===== src/design/bu_csr_pkg.sv =====
// --------------------------------------
// Statistics register map
// Wishbone offsets and control bits
// --------------------------------------

package bu_csr_pkg;

  // Wishbone word-address width
  localparam int unsigned WB_AW = 2;

  // Word addresses
  // Accepted branch counter
  localparam logic [WB_AW-1:0] REG_BR_CNT = 2'd0;
  // Misprediction counter
  localparam logic [WB_AW-1:0] REG_MIS_CNT = 2'd1;
  // Write-only control register
  localparam logic [WB_AW-1:0] REG_CTRL = 2'd2;

  // Control register bits
  // Writing one clears both counters
  localparam int unsigned CTRL_CLR_BIT = 0;

endpackage


===== src/design/bu_pkg.sv =====
// --------------------------------------
// Branch unit package
// Operation encodings and datapath sizes
// shared by the branch unit blocks
// --------------------------------------

package bu_pkg;

  // --------------------------------------
  // Datapath sizes
  // --------------------------------------

  // Data and address width
  localparam int unsigned XLEN = 32;

  // Width of the operation code
  localparam int unsigned BR_OP_W = 4;

  // Size of one instruction in bytes
  // Fall-through target is pc plus this
  localparam int unsigned INSTR_BYTES = 4;

  // --------------------------------------
  // Branch operation encodings
  // --------------------------------------

  typedef enum logic [BR_OP_W-1:0] {
    BEQ  = 4'h0,
    BNE  = 4'h1,
    BLT  = 4'h2,
    BGE  = 4'h3,
    BLTU = 4'h4,
    BGEU = 4'h5,
    JAL  = 4'h6,
    JALR = 4'h7
  } br_op_t;

endpackage

===== src/design/bu_top.sv =====
// --------------------------------------
// Branch unit top level
// Evaluator, control FSM and the
// statistics register block
// --------------------------------------

`timescale 1ns/1ps

module bu_top (
  input  logic                           clk_i,
  input  logic                           rst_n_i,
  input  logic                           flush_i,
  // Issue side
  input  logic                           op_valid_i,
  output logic                           op_ready_o,
  input  bu_pkg::br_op_t                 op_i,
  input  logic [bu_pkg::XLEN-1:0]       pc_i,
  input  logic [bu_pkg::XLEN-1:0]       rs1_i,
  input  logic [bu_pkg::XLEN-1:0]       rs2_i,
  input  logic [bu_pkg::XLEN-1:0]       imm_i,
  input  logic                           pred_taken_i,
  input  logic [bu_pkg::XLEN-1:0]       pred_target_i,
  output logic                           issue_mis_o,
  // Frontend side
  input  logic                           fe_ready_i,
  output logic                           fe_res_valid_o,
  output logic                           fe_res_taken_o,
  output logic [bu_pkg::XLEN-1:0]       fe_res_target_o,
  output logic                           fe_res_mis_o,
  // Wishbone classic
  input  logic                           wb_cyc_i,
  input  logic                           wb_stb_i,
  input  logic                           wb_we_i,
  input  logic [bu_csr_pkg::WB_AW-1:0]  wb_adr_i,
  input  logic [bu_pkg::XLEN-1:0]       wb_dat_i,
  output logic [bu_pkg::XLEN-1:0]       wb_dat_o,
  output logic                           wb_ack_o
);

  // Combinational mispredict into the FSM
  logic mispred;

  // Outcome, target and capture
  branch_eval i_eval (
    .clk_i(clk_i), .rst_n_i(rst_n_i), .op_i(op_i), .pc_i(pc_i),
    .rs1_i(rs1_i), .rs2_i(rs2_i), .imm_i(imm_i),
    .pred_taken_i(pred_taken_i), .pred_target_i(pred_target_i),
    .res_en_i(op_ready_o), .mispred_o(mispred), .res_taken_o(fe_res_taken_o),
    .res_target_o(fe_res_target_o), .res_mis_o(fe_res_mis_o)
  );

  // Capture enable is also issue ready
  branch_cu i_cu (
    .clk_i(clk_i), .rst_n_i(rst_n_i), .flush_i(flush_i), .valid_i(op_valid_i),
    .misprediction_i(mispred), .fe_ready_i(fe_ready_i), .issue_mis_o(issue_mis_o),
    .fe_res_valid_o(fe_res_valid_o), .bu_mis_reg_en_o(op_ready_o)
  );

  // Statistics observe the handshake and the notice
  bu_perf_regs i_perf (
    .clk_i(clk_i), .rst_n_i(rst_n_i), .op_valid_i(op_valid_i),
    .op_ready_i(op_ready_o), .mis_i(issue_mis_o), .wb_cyc_i(wb_cyc_i),
    .wb_stb_i(wb_stb_i), .wb_we_i(wb_we_i), .wb_adr_i(wb_adr_i),
    .wb_dat_i(wb_dat_i), .wb_dat_o(wb_dat_o), .wb_ack_o(wb_ack_o)
  );

endmodule


===== src/design/bu_perf_regs.sv =====
// --------------------------------------
// Branch statistics registers
// Wishbone classic slave counting
// accepted branches and mispredictions
// --------------------------------------

`timescale 1ns/1ps

module bu_perf_regs (
  input  logic                           clk_i,
  input  logic                           rst_n_i,
  input  logic                           op_valid_i,
  input  logic                           op_ready_i,
  input  logic                           mis_i,
  input  logic                           wb_cyc_i,
  input  logic                           wb_stb_i,
  input  logic                           wb_we_i,
  input  logic [bu_csr_pkg::WB_AW-1:0]  wb_adr_i,
  input  logic [bu_pkg::XLEN-1:0]       wb_dat_i,
  output logic [bu_pkg::XLEN-1:0]       wb_dat_o,
  output logic                           wb_ack_o
);

  logic [bu_pkg::XLEN-1:0] br_cnt_q;
  logic [bu_pkg::XLEN-1:0] mis_cnt_q;
  logic                    wb_req;
  logic                    clr;

  // New request, not yet acknowledged
  assign wb_req = wb_cyc_i && wb_stb_i && !wb_ack_o;

  // Clear command on the control register
  assign clr = wb_req && wb_we_i && (wb_adr_i == bu_csr_pkg::REG_CTRL) &&
               wb_dat_i[bu_csr_pkg::CTRL_CLR_BIT];

  // --------------------------------------
  // Counters
  // --------------------------------------

  always_ff @(posedge clk_i or negedge rst_n_i) begin
    if (!rst_n_i) begin
      br_cnt_q  <= '0;
      mis_cnt_q <= '0;
    end else if (clr) begin
      br_cnt_q  <= '0;
      mis_cnt_q <= '0;
    end else begin
      // Handshake on the issue side
      if (op_valid_i && op_ready_i) br_cnt_q <= br_cnt_q + 1'b1;
      if (mis_i) mis_cnt_q <= mis_cnt_q + 1'b1;
    end
  end

  // --------------------------------------
  // Bus side
  // --------------------------------------

  // Single cycle ack after the request
  always_ff @(posedge clk_i or negedge rst_n_i) begin
    if (!rst_n_i) wb_ack_o <= 1'b0;
    else wb_ack_o <= wb_req;
  end

  // Read data valid with ack
  always_ff @(posedge clk_i) begin
    if (wb_req) begin
      case (wb_adr_i)
        bu_csr_pkg::REG_BR_CNT:  wb_dat_o <= br_cnt_q;
        bu_csr_pkg::REG_MIS_CNT: wb_dat_o <= mis_cnt_q;
        default:                 wb_dat_o <= '0;
      endcase
    end
  end

  // Ack only inside a cycle the master still holds
  a_ack_req : assert property (@(posedge clk_i) disable iff (!rst_n_i)
    wb_ack_o |-> wb_cyc_i && wb_stb_i);

endmodule


===== src/design/branch_eval.sv =====
// --------------------------------------
// Branch evaluator
// Computes outcome and target, detects
// mispredictions and holds the resolution
// --------------------------------------

`timescale 1ns/1ps

module branch_eval (
  input  logic                     clk_i,
  input  logic                     rst_n_i,
  input  bu_pkg::br_op_t           op_i,
  input  logic [bu_pkg::XLEN-1:0] pc_i,
  input  logic [bu_pkg::XLEN-1:0] rs1_i,
  input  logic [bu_pkg::XLEN-1:0] rs2_i,
  input  logic [bu_pkg::XLEN-1:0] imm_i,
  input  logic                     pred_taken_i,
  input  logic [bu_pkg::XLEN-1:0] pred_target_i,
  input  logic                     res_en_i,
  output logic                     mispred_o,
  output logic                     res_taken_o,
  output logic [bu_pkg::XLEN-1:0] res_target_o,
  output logic                     res_mis_o
);

  logic                     taken;
  logic [bu_pkg::XLEN-1:0] target;
  logic [bu_pkg::XLEN-1:0] pc_rel;
  logic [bu_pkg::XLEN-1:0] pc_next;
  logic [bu_pkg::XLEN-1:0] jalr_sum;

  // --------------------------------------
  // Outcome
  // --------------------------------------

  always_comb begin
    case (op_i)
      bu_pkg::BEQ:  taken = (rs1_i == rs2_i);
      bu_pkg::BNE:  taken = (rs1_i != rs2_i);
      bu_pkg::BLT:  taken = ($signed(rs1_i) < $signed(rs2_i));
      bu_pkg::BGE:  taken = ($signed(rs1_i) >= $signed(rs2_i));
      bu_pkg::BLTU: taken = (rs1_i < rs2_i);
      bu_pkg::BGEU: taken = (rs1_i >= rs2_i);
      // Jumps are always taken
      bu_pkg::JAL, bu_pkg::JALR: taken = 1'b1;
      default: taken = 1'b0;
    endcase
  end

  // --------------------------------------
  // Target
  // --------------------------------------

  assign pc_rel   = pc_i + imm_i;
  assign pc_next  = pc_i + bu_pkg::XLEN'(bu_pkg::INSTR_BYTES);
  assign jalr_sum = rs1_i + imm_i;

  // JALR clears the lowest bit of the sum
  always_comb begin
    if (op_i == bu_pkg::JALR) begin
      target = {jalr_sum[bu_pkg::XLEN-1:1], 1'b0};
    end else if (taken) begin
      target = pc_rel;
    end else begin
      target = pc_next;
    end
  end

  // Wrong direction, or taken to the wrong place
  assign mispred_o = (taken != pred_taken_i) || (taken && (target != pred_target_i));

  // --------------------------------------
  // Resolution register
  // --------------------------------------

  // Outcome and mispredict flag
  always_ff @(posedge clk_i or negedge rst_n_i) begin
    if (!rst_n_i) begin
      res_taken_o <= 1'b0;
      res_mis_o   <= 1'b0;
    end else if (res_en_i) begin
      res_taken_o <= taken;
      res_mis_o   <= mispred_o;
    end
  end

  // Target address
  always_ff @(posedge clk_i) begin
    if (res_en_i) begin
      res_target_o <= target;
    end
  end

endmodule


===== src/design/branch_cu.sv =====
// --------------------------------------
// Branch unit control FSM
// Sequences resolution capture, the
// misprediction notice, frontend handoff
// and the stall until flush
// --------------------------------------

`timescale 1ns/1ps

module branch_cu (
  input  logic clk_i,
  input  logic rst_n_i,
  input  logic flush_i,
  input  logic valid_i,
  input  logic misprediction_i,
  input  logic fe_ready_i,
  output logic issue_mis_o,
  output logic fe_res_valid_o,
  output logic bu_mis_reg_en_o
);

  // FSM states
  typedef enum logic [2:0] {
    IDLE,
    UPD_FE,
    MIS,
    MIS_LOAD_PC,
    STALL
  } cu_state_t;

  cu_state_t state_q, state_d;

  // --------------------------------------
  // Next state
  // --------------------------------------

  always_comb begin
    state_d = state_q;
    case (state_q)
      // Open for a new branch
      IDLE, UPD_FE: begin
        if (valid_i && misprediction_i) begin
          state_d = MIS;
        end else if (valid_i) begin
          state_d = UPD_FE;
        end else begin
          state_d = IDLE;
        end
      end
      // One cycle notice to issue
      MIS: state_d = MIS_LOAD_PC;
      // Hold resolution for the frontend
      MIS_LOAD_PC: begin
        if (fe_ready_i) begin
          state_d = STALL;
        end
      end
      // Only flush leaves this state
      STALL: state_d = STALL;
      default: state_d = IDLE;
    endcase
  end

  // --------------------------------------
  // Moore outputs
  // --------------------------------------

  // Capture enable doubles as issue ready
  assign bu_mis_reg_en_o = (state_q == IDLE) || (state_q == UPD_FE);
  assign fe_res_valid_o  = (state_q == UPD_FE) || (state_q == MIS_LOAD_PC);
  assign issue_mis_o     = (state_q == MIS);

  // State register with synchronous flush
  always_ff @(posedge clk_i or negedge rst_n_i) begin
    if (!rst_n_i) begin
      state_q <= IDLE;
    end else if (flush_i) begin
      state_q <= IDLE;
    end else begin
      state_q <= state_d;
    end
  end

  // Held resolution is released right after the handoff
  a_mis_handoff : assert property (@(posedge clk_i) disable iff (!rst_n_i)
    (state_q == MIS_LOAD_PC) && fe_ready_i |=> !fe_res_valid_o);

  // No resolution offered while stalled and not flushed
  a_stall_quiet : assert property (@(posedge clk_i) disable iff (!rst_n_i)
    (state_q == STALL) && !flush_i |=> !fe_res_valid_o && !bu_mis_reg_en_o);

endmodule


===== config.mk =====
export PLATFORM = sky130hd
export DESIGN_NAME = bu_top
export DESIGN_NICKNAME = d
export VERILOG_FILES = /design/src/design/bu_csr_pkg.sv /design/src/design/bu_pkg.sv /design/src/design/bu_top.sv /design/src/design/bu_perf_regs.sv /design/src/design/branch_eval.sv /design/src/design/branch_cu.sv
export SDC_FILE = /design/constraint.sdc
export NUM_CORES = 1
export LEC_CHECK = 0
export ABC_AREA = 0
export BUFFER_PORTS_ARGS = -buffer_cell sky130_fd_sc_hd__buf_2
export CAP_MARGIN = 20
export CORE_MARGIN = 2
export CORE_UTILIZATION = 50
export DETAILED_ROUTE_END_ITERATION = 10
export PLACE_DENSITY = 0.75
export SLEW_MARGIN = 0
export SYNTH_ARGS = -nofsm -noshare
export SYNTH_HDL_FRONTEND = slang
export SYNTH_HIERARCHICAL = 1
export SYNTH_SLANG_ARGS = --single-unit

===== constraint.sdc =====
create_clock -name clk_i -period 3.8 [get_ports clk_i]
set_input_delay 0.19 -clock clk_i [delete_from_list [all_inputs] [get_ports clk_i]]
set_output_delay 0.19 -clock clk_i [all_outputs]
set_load 0.05 [all_outputs]

==> metrics.cfg, run 1 <==
[outcome]
status = complete, but fails checks
violations = negative setup slack

[yosys]
synth.top_cell.area_share = 0.152
ys_types = 89
synthMuxAreaShare = 0.0351
synth_cells = 1507
ys_async_sr_fraction = 0.522
syn-num-nets = 1812
syn_avg_cell_area_sq_um = 8.40
seq_area_frac_synth = 0.290
synth_fa_ha_area_frac = 0.0981
synth_top_area_cell = edfxtp_1
synth_edf_count = 64
synthSimpleGateAreaFrac = 0.240
synth_area_sq_um = 12700
synth_seq_cells = 134
synth_top_family_by_area = simple AND/OR/NAND/NOR gates
synth_xor_area_frac = 0.0983
ys.flop_type = dfrtp_1
synth_compound_area_frac = 0.197
synthTopCellsByArea = edfxtp_1 (15%), dfrtp_1 (14%), ha_1 (9.5%)
synth-warning-count = 6

[min_path]
hold_path_class = in -> reg
min_path_cells = 3
min_from = fe_ready_i
min_to = i_cu/state_q[2]$_DFFE_PN0P_

[sta]
final-setup-viol-count = 2
fmax_mhz = 238
tightestPinTransition_ns = 1.05
relSlewSlack = 0.301
finClkSkew_ns = 0.0111
setup_ws_ns = -0.402
rsz0062_at_grt = true
finalSetupTns_ns = -0.755
hold_ws_ns = 0.0709
drv_slew = 0
layout_min_cycle_time_ns = 4.20
min_period_over_period = 1.11
finalHoldViolations = 0

[floorplan]
die_y_um = 163
start_util = 0.506
dieArea_sq_um = 26600
rows = 58
core_area_sq_um = 25000
ioPinCount = 277
die_w_um = 163

[placement]
dp_cells = 2376
dp_worst_setup_slack_ns = -0.947
gp_congestion = 1.04
place_hpwl_mm = 36.5
portBuffers = 245
placed_area_sq_um = 16800

[setup_path]
cp-end-kind = register
reg2reg_slack_ns = 1.16
path_class = in -> reg
start_kind = input port
cp.required_ns = 4.13
ff2ff_path_depth = 7
worstPathArrival_ns = 4.53
startpoint = rs2_i[3]
crit_fanout = 8
r2r_start = i_cu/state_q[2]$_DFFE_PN0P_
r2r-end = i_perf/mis_cnt_q[29]$_DFFE_PN0P_

[power_and_ir_drop]
power_density_nw_per_um2 = 372
worst_ir_drop_vdd_mv = 0.381
leakagePower_nw = 8.30

[cts]
clk_pin_slew_ns = 0.06
cts_buffers = 17
cts_sinks = 134
cts_tree = yes
clockBufferDepth = 2
clock-root-buffer = clkbuf_16
clk_latency_ns = 0.42
h-tree-depth = 4

[cells_and_area]
nNetsFinal = 2381
fin_area_sq_um = 17800
syn_to_final_growth_pct = 40.7
layoutNonFillerInstCount = 2422
n_fill_cell = 1994
drive_gt1_frac = 0.343

[job]
drv_cap = 0

[detailed_routing]
routed_via_density = 5.95
antenna_left = 0
drtPass1Iterations = 6
drc = 0
wl_per_cell_um = 18.7
vias = 14400
wl_mm = 45.4
drt_iter0_markers = 1590

[global_route]
grt_pass1_vias = 14000
grt_max_degree = 65
grt_overflow_total = 0
grt_first_pass_wirelength_mm = 70.3
grt_usage = 0.334
antenna_found_initial = 4

[worst max-delay path, cell delays in order]
cell and delay, ns:
buf_8 0.07, inv_4 0.03, ha_4 0.26, nand4_1 0.25, nor4_4 0.47, a21oi_2 0.12
a2111oi_4 0.42, o2111ai_4 0.22, buf_6 0.18, and2_4 0.18, or4_4 0.49, nand3_2 0.09
a31oi_1 0.05, or4_4 0.55, nor4_4 0.29, nor2_1 0.10, or3b_1 0.38, a211oi_2 0.19
[repair_timing]
action,in CTS,in global routing
endpoints found under the hold margin,73,0
gates cloned,1,0
buffers inserted,10,2
hold buffers,2,0
pin swaps,9,21
endpoints found under the setup margin,3,3
resized for setup,40,39
[worst max path at each step]
stage | to | slack (ns) | cells past startpoint
6_report | i_cu/state_q[0]$_DFFE_PN0P_ | -0.40 | 18
5_1_grt | i_cu/state_q[0]$_DFFE_PN0P_ | -0.59 | 19
4_1_cts | i_cu/state_q[0]$_DFFE_PN0P_ | -0.39 | 18
3_5_place_dp | i_cu/state_q[0]$_DFFE_PN0P_ | -0.95 | 18
3_3_place_gp | i_cu/state_q[0]$_DFFE_PN0P_ | -0.88 | 19
2_1_floorplan | i_cu/state_q[0]$_DFFE_PN0P_ | -0.39 | 17
[cell usage after synthesis (all sizes together) (54+ instances only)]
| master | count |
|---|---|
| nor2 | 172 |
| nand2 | 124 |
| a21oi | 111 |
| ha | 96 |
| inv | 73 |
| xnor2 | 72 |
| dfrtp | 70 |
| o21ai | 65 |
| edfxtp | 64 |
| xor2 | 62 |
| nand3 | 58 |
| nand4 | 54 |
[stage by stage]
| step | util | power [mW] |
|---|---|---|
| global placement | 0.671 | 4.83 |
| CTS | 0.705 | 6.54 |
| detailed placement | 0.671 | 4.91 |
| finish | 0.711 | 6.62 |
| floorplan | - | 3.69 |
| global route | 0.711 | 6.95 |
[power breakdown]
| part | leakage [nW] | internal [mW] | switching [mW] |
|---|---|---|---|
| clock network | 0.273 | 0.883 | 0.689 |
| registers | 1.52 | 1.83 | 0.284 |
| logic | 6.51 | 1.26 | 1.68 |
| total | 8.30 | 3.97 | 2.65 |
[area by class of cell]
type                            count  area (sq um)  share of cell area
Multi-Input combinational cell   1244          8800               0.494
Timing Repair Buffer              606          4070               0.228
Sequential cell                   134          3670               0.206
Clock buffer                       18           439              0.0247
Tap cell                          330           413              0.0232
Inverter                           73           279              0.0157
Clock inverter                     14           134             0.00752
Antenna cell                        3          7.51            0.000422
[registers in the layout, summed over array words and instances (netlist names)]
signal / count
i_eval/res_mis_o: 1
i_eval/res_target_o: 32
i_perf/mis_cnt_q: 32
i_perf/br_cnt_q: 32
i_eval/res_taken_o: 1
i_cu/state_q: 3
i_perf/wb_dat_o: 32
i_perf/wb_ack_o: 1
[logic make-up (layout without fill, tap and decap cells)]
logic type / after synthesis / in the layout
AND/OR/NAND/NOR: 594 / 595
AO/OA/AOI/OAI: 370 / 370
XOR/XNOR: 137 / 137
flip-flops: 134 / 134
buffers and inverters: 130 / 711
adder cells (fa/ha/maj): 98 / 98
multiplexers: 44 / 44
other: 0 / 3
[routing by layer]
metal	vias up	global-route usage	wire, um
met2	710	0.582	22100
met3	135	0.0409	2970
met1	6781	0.414	18200
li1	6772	-	-
met5	-	0	14
met4	2	0.152	2040
[placed cells by master, fill, tap and decap left out, types with 21 or more instances in the layout]
master,instances
xor2_1,62
xnor2_1,72
nor2_1,170
nand4_1,48
o21ai_0,57
mux2i_1,39
dfrtp_1,70
buf_2,238
nor3_1,36
and3_1,21
a21oi_1,106
buf_4,349
a21o_1,28
nand2_1,121
inv_1,69
ha_1,88
edfxtp_1,64
or3_1,27
nand3_1,57
No activity file was read; power rests on OpenSTA's default activity.
==> run 2: changes to the inputs <==
--- a/config.mk
+++ b/config.mk
@@ -10,6 +10,8 @@
 export CAP_MARGIN = 20
 export CORE_MARGIN = 2
 export CORE_UTILIZATION = 50
+export CTS_CLUSTER_DIAMETER = 200
+export CTS_CLUSTER_SIZE = 14
 export DETAILED_ROUTE_END_ITERATION = 10
 export PLACE_DENSITY = 0.75
 export SLEW_MARGIN = 0
==> constraint.sdc (replaced) <==
create_clock -name clk_i -period 3.8 [get_ports clk_i]
set_input_delay 0.57 -clock clk_i [delete_from_list [all_inputs] [get_ports clk_i]]
set_output_delay 0.57 -clock clk_i [all_outputs]
set_load 0.05 [all_outputs]
==> run 2 against run 1 <==
Effect of this change:
- the flow still finishes with violations (negative setup slack)
- via count grew 1.5%
- power up 2.9%
- clock power up 8%
- sequential power about the same
- global-route usage is 2.1 points higher
- sequential share of layout area fell by 0.68 points
- core utilization grew 2.4 points
- clock-buffer cell count increased by 3
- register-to-register slack got worse by 0.06 ns
- critical path depth is 1 higher
- critical endpoint unchanged
==> metrics.cfg, run 2 (same netlist as run 1, synthesis figures left out) <==
[sta]
relSlewSlack = 0.284
setup_ws_ns = -0.711
min_period_over_period = 1.19
rsz0062_at_grt = true
final-setup-viol-count = 3
drv_slew = 0
fmax_mhz = 222
finClkSkew_ns = 0.00992
layout_min_cycle_time_ns = 4.51
finalHoldViolations = 0
tightestPinTransition_ns = 1.07

[setup_path]
path_cells = buf_2 -> inv_4 -> ha_4 -> nand4_1 -> nor4_4 -> buf_4 -> a21oi_4 -> a2111oi_4 -> o2111ai_4 -> nand2_4 -> buf_4 -> nor4b_1 -> a221oi_1 -> o2111ai_2 -> or4_4 -> nor4_4 -> nor2_1 -> or3b_1 -> a211oi_2
worstPathArrival_ns = 4.84
cpPeakStageDelay_ns = 0.58
path_class = in -> reg
worst-path-buf-inv = 4
cp.required_ns = 4.13
cp-end-kind = register
crit_path_top_delay_cell = or4_4
start_kind = input port
crit_family = simple AND/OR/NAND/NOR gates
crit_fanout = 11

[cells_and_area]
layout_common_cells = buf_4 (397), buf_2 (227), nor2_1 (169), nand2_1 (122), a21oi_1 (108)
layoutNonFillerInstCount = 2463
nNetsFinal = 2422
final_common_cell = buf_4
drive_gt1_frac = 0.373
utilization = 0.735
syn_to_final_growth_pct = 45.5

[detailed_routing]
highest_layer = met5
routed_via_density = 5.93
m1WireLength_mm = 18.5
drc = 0
drtPass1Iterations = 7
dr_wl_met2_mm = 23.2
vias = 14600
antenna_left = 0
dr_wl_met3_mm = 3.40
drt_iter0_markers = 1400
wl_per_cell_um = 19.3
wl_mm = 47.6

[power_and_ir_drop]
power_density_nw_per_um2 = 370
seqPwrFrac = 0.311
pwr-share-clk = 0.250
p_int_mw = 4.21
leakagePower_nw = 8.54
power.share.combinational = 0.439
p_switching_mw = 2.61
worst_ir_drop_vdd_mv = 0.437
switching_share = 0.383

[job]
drv_cap = 0

[floorplan]
start_util = 0.506
die_w_um = 163
dieArea_sq_um = 26600
die_y_um = 163
rows = 58
core_area_sq_um = 25000
ioPinCount = 277

[min_path]
hold_path_class = in -> async

[global_route]
grt_max_degree = 65
grt_overflow_total = 0
antenna_found_initial = 3
grt_usage = 0.355
grt_pass1_vias = 14400
grt_first_pass_wirelength_mm = 73.9

[cts]
cts_hold_buf = 0
clockBufferDepth = 2
cts_tree = yes
h-tree-depth = 4
cts_buffers = 17
clock-root-buffer = clkbuf_16
clk_pin_slew_ns = 0.06
cts_sinks = 134
clk_latency_ns = 0.43

[outcome]
violations = negative setup slack
status = complete, but fails checks

[placement]
dp_cells = 2404
place_hpwl_mm = 37.3
gp_congestion = 0.993
portBuffers = 245

## run 2: cell types whose count changed in the layout (fill, tap and decap cells not counted), sizes merged, moves of 3 or more
cell,delta
clkbuf,+3
inv,-5
clkinvlp,-3
buf,+43
bufinv,+3
## run 2: cell type report
cell class | count | area (sq um)
clock inverters | 11 | 145
fillers | 1872 | 6620
clock buffers | 21 | 470
diodes | 3 | 7.51
flip-flops and latches | 134 | 3670
inverters | 73 | 292
well taps | 330 | 413
multi-input cells | 1244 | 9010
repair buffers | 647 | 4400
## run 2: path summary, 6_finish.rpt
check | depth (start not counted) | end | startpoint | slack (ns)
worst max-delay path | 19 | i_cu/state_q[0]$_DFFE_PN0P_ | rs2_i[22] | -0.71
worst max register to register | 7 | i_perf/mis_cnt_q[21]$_DFFE_PN0P_ | i_cu/state_q[2]$_DFFE_PN0P_ | 1.10
min in group clk_i | 2 | i_cu/state_q[0]$_DFFE_PN0P_ | flush_i | 0.33
worst min-delay path | 1 | i_perf/mis_cnt_q[12]$_DFFE_PN0P_ | rst_n_i | 0.25
max in group asynchronous | 2 | i_perf/br_cnt_q[6]$_DFFE_PN0P_ | rst_n_i | 2.75
worst min register to register | 1 | i_eval/res_taken_o$_DFFE_PN0P_ | i_eval/res_taken_o$_DFFE_PN0P_ | 0.53
## run 2: power by group through the flow
stage / combinational, mW / clock [mW] / sequential, mW
after floorplan: 1.29 / 0 / 2.40
after global placement: 2.75 / 0 / 2.11
after CTS: 2.91 / 1.71 / 2.11
after detailed placement: 2.81 / 0 / 2.12
final: 2.99 / 1.70 / 2.12
after global routing: 3.20 / 1.77 / 2.15
## run 2: layer usage
layer	vias to the layer above	track usage
met5	-	0
met4	2	0.162
met3	166	0.0521
met2	752	0.624
met1	6853	0.429
li1	6836	-
## run 2: repair_timing
action,4_1_cts,5_1_grt
pin swaps,19,11
buffers inserted,16,7
resized for setup,81,19
gates cloned,1,0
endpoints found under the setup margin,3,3
## run 2: metrics by stage
stage                     power [mW]  setup TNS, ns  area (sq um)  hold WS, ns  worst slack (ns)
final                           6.81          -1.67         18400        0.253            -0.711
after global routing            7.12          -2.40         18400        0.316            -0.963
after CTS                       6.73          -1.43         18300        0.275            -0.631
after detailed placement        4.93          -3.99         17100        0.524             -1.44
after global placement          4.85          -3.77         17100        0.515             -1.38
after floorplan                 3.70          -3.55         12800        0.274            -0.730
==> run 3: changes to the inputs <==
--- a/config.mk
+++ b/config.mk
@@ -9,11 +9,11 @@
 export BUFFER_PORTS_ARGS = -buffer_cell sky130_fd_sc_hd__buf_2
 export CAP_MARGIN = 20
 export CORE_MARGIN = 2
-export CORE_UTILIZATION = 50
+export CORE_UTILIZATION = 57
 export CTS_CLUSTER_DIAMETER = 200
 export CTS_CLUSTER_SIZE = 14
 export DETAILED_ROUTE_END_ITERATION = 10
-export PLACE_DENSITY = 0.75
+export PLACE_DENSITY = 0.84
 export SLEW_MARGIN = 0
 export SYNTH_ARGS = -nofsm -noshare
 export SYNTH_HDL_FRONTEND = slang
==> run 3 against run 2 <==
Effect of this change:
- the flow still finishes with violations (negative setup slack)
- setup slack got worse by 0.23 ns
- global-route usage rose by 8.1 points
- final area rose by 0.66%
- sequential power barely moved
- sequential share of layout area fell by 0.13 points
- clock skew rose by 0.0061 ns
==> metrics.cfg, run 3 (same netlist as run 1, synthesis figures left out) <==
[outcome]
status = complete, but fails checks
violations = negative setup slack

[floorplan]
core_area_sq_um = 21800
die_y_um = 153
ioPinCount = 277
rows = 54
dieArea_sq_um = 23400
die_w_um = 153
start_util = 0.580

[sta]
layout_min_cycle_time_ns = 4.74
setup_ws_ns = -0.943
tightestPinTransition_ns = 1.06
relSlewSlack = 0.290
min_period_over_period = 1.25
fmax_mhz = 211
finClkSkew_ns = 0.0161
drv_slew = 0
finalHoldViolations = 0
final-setup-viol-count = 3
rsz0062_at_grt = true

[detailed_routing]
wl_mm = 54.3
vias = 15700
drt_iter0_markers = 1432
drtPass1Iterations = 10
antenna_left = 0
routed_via_density = 6.49
drc = 0
wl_per_cell_um = 22.4

[setup_path]
worstPathArrival_ns = 5.08
crit_fanout = 6
path_class = in -> reg
cp-end-kind = register
start_kind = input port
cp.required_ns = 4.14

[cells_and_area]
syn_to_final_growth_pct = 46.4
layout_common_cells = buf_4 (395), buf_2 (224), nor2_1 (167), nand2_1 (122), a21oi_1 (107)
drive_gt1_frac = 0.384
final_common_cell = buf_4
multiInputGateArea_sq_um = 9120
utilization = 0.849
n_fill_cell = 1202
nNetsFinal = 2427
ff_latch_area_sq_um = 3670
layoutNonFillerInstCount = 2419

[placement]
place_hpwl_mm = 39.3
dp_cells = 2360
portBuffers = 245
gp_congestion = 1.04

[global_route]
grt_usage = 0.436
grt_pass1_vias = 15600
grt_first_pass_wirelength_mm = 81.7
antenna_found_initial = 3
grt_overflow_total = 0
grt_max_degree = 65

[min_path]
hold_path_class = in -> async

[job]
drv_cap = 0

[power_and_ir_drop]
power_density_nw_per_um2 = 373
leakagePower_nw = 8.59
worst_ir_drop_vdd_mv = 0.337

[cts]
clk_pin_slew_ns = 0.07
clk_latency_ns = 0.43
cts_tree = yes
cts_sinks = 134
clock-root-buffer = clkbuf_16
cts_buffers = 17
clockBufferDepth = 2
h-tree-depth = 4

## run 3: cell count changes in the layout (fill, tap and decap cells not counted), sizes merged
cell	previous run	this run
buf	647	652
clkbuf	21	18
diode	3	4
inv	77	80
bufinv	3	0
clkinvlp	0	3
## run 3: per-layer routing
metal | vias to the layer above | track usage | share of wire
li1 | 6862 | - | -
met5 | - | 0 | 0
met3 | 326 | 0.0794 | 0.099
met1 | 7288 | 0.520 | 0.36
met4 | 0 | 0.250 | 0.074
met2 | 1214 | 0.741 | 0.47
## run 3: worst paths after layout
kind	from	to	slack, ns	cells after the start
max	rs2_i[12]	i_cu/state_q[0]$_DFFE_PN0P_	-0.94	20
min	rst_n_i	i_perf/br_cnt_q[20]$_DFFE_PN0P_	0.27	1
max reg2reg	i_cu/state_q[1]$_DFFE_PN0P_	i_perf/mis_cnt_q[19]$_DFFE_PN0P_	1.09	7
min reg2reg	i_eval/res_taken_o$_DFFE_PN0P_	i_eval/res_taken_o$_DFFE_PN0P_	0.52	1
max in group asynchronous	rst_n_i	i_perf/mis_cnt_q[1]$_DFFE_PN0P_	2.64	2
min in group clk_i	flush_i	i_cu/state_q[0]$_DFFE_PN0P_	0.36	2
## run 3: where the power goes
| part | total, mW | leakage [nW] | internal [mW] | switching [mW] |
|---|---|---|---|---|
| clock | 1.59 | 0.273 | 0.889 | 0.698 |
| sequential | 2.14 | 1.52 | 1.83 | 0.311 |
| combinational | 3.18 | 6.79 | 1.35 | 1.84 |
| total | 6.91 | 8.59 | 4.06 | 2.85 |
## run 3: layout make-up
class | instances | area share
sequential | 134 | 0.198
multi-input combinational | 1244 | 0.492
clock inverter | 14 | 0.00608
clock buffer | 18 | 0.0243
inverter | 73 | 0.0156
antenna | 4 | 0.000540
tap | 280 | 0.0189
timing repair buffer | 652 | 0.244
## run 3: critical path, stage by stage
cell and delay [ns]:
buf_2 0.09, inv_2 0.04, ha_4 0.25, nand4_1 0.23, nor4_4 0.40, buf_6 0.19
a21oi_4 0.07, a2111oi_4 0.43, o2111ai_4 0.21, nand2_4 0.18, buf_12 0.15, buf_8 0.10
o2111ai_2 0.13, a31oi_2 0.23, o2111ai_2 0.17, or4_4 0.53, nor4_4 0.37, nor2_2 0.11
or3b_1 0.43, a211oi_2 0.20
## run 3: per-stage QoR
step                      hold slack [ns]  setup TNS (ns)  power, mW  cell area (sq um)  worst slack (ns)
after global routing                0.335           -2.38       7.16              18500             -1.04
final                               0.270           -2.18       6.91              18500            -0.943
after detailed placement            0.509           -4.60       5.00              17100             -1.53
after CTS                           0.282           -1.30       6.73              18300            -0.703
after global placement              0.501           -3.76       4.87              17100             -1.40
after floorplan                     0.274           -3.55       3.70              12800            -0.730
## run 3: timing repair
action,CTS,global route
cloned,2,0
gates resized for setup,100,34
pin swaps,43,12
buffers inserted,15,9
endpoints found under the hold margin,0,0
hold buffers,0,0
endpoints found under the setup margin,3,3
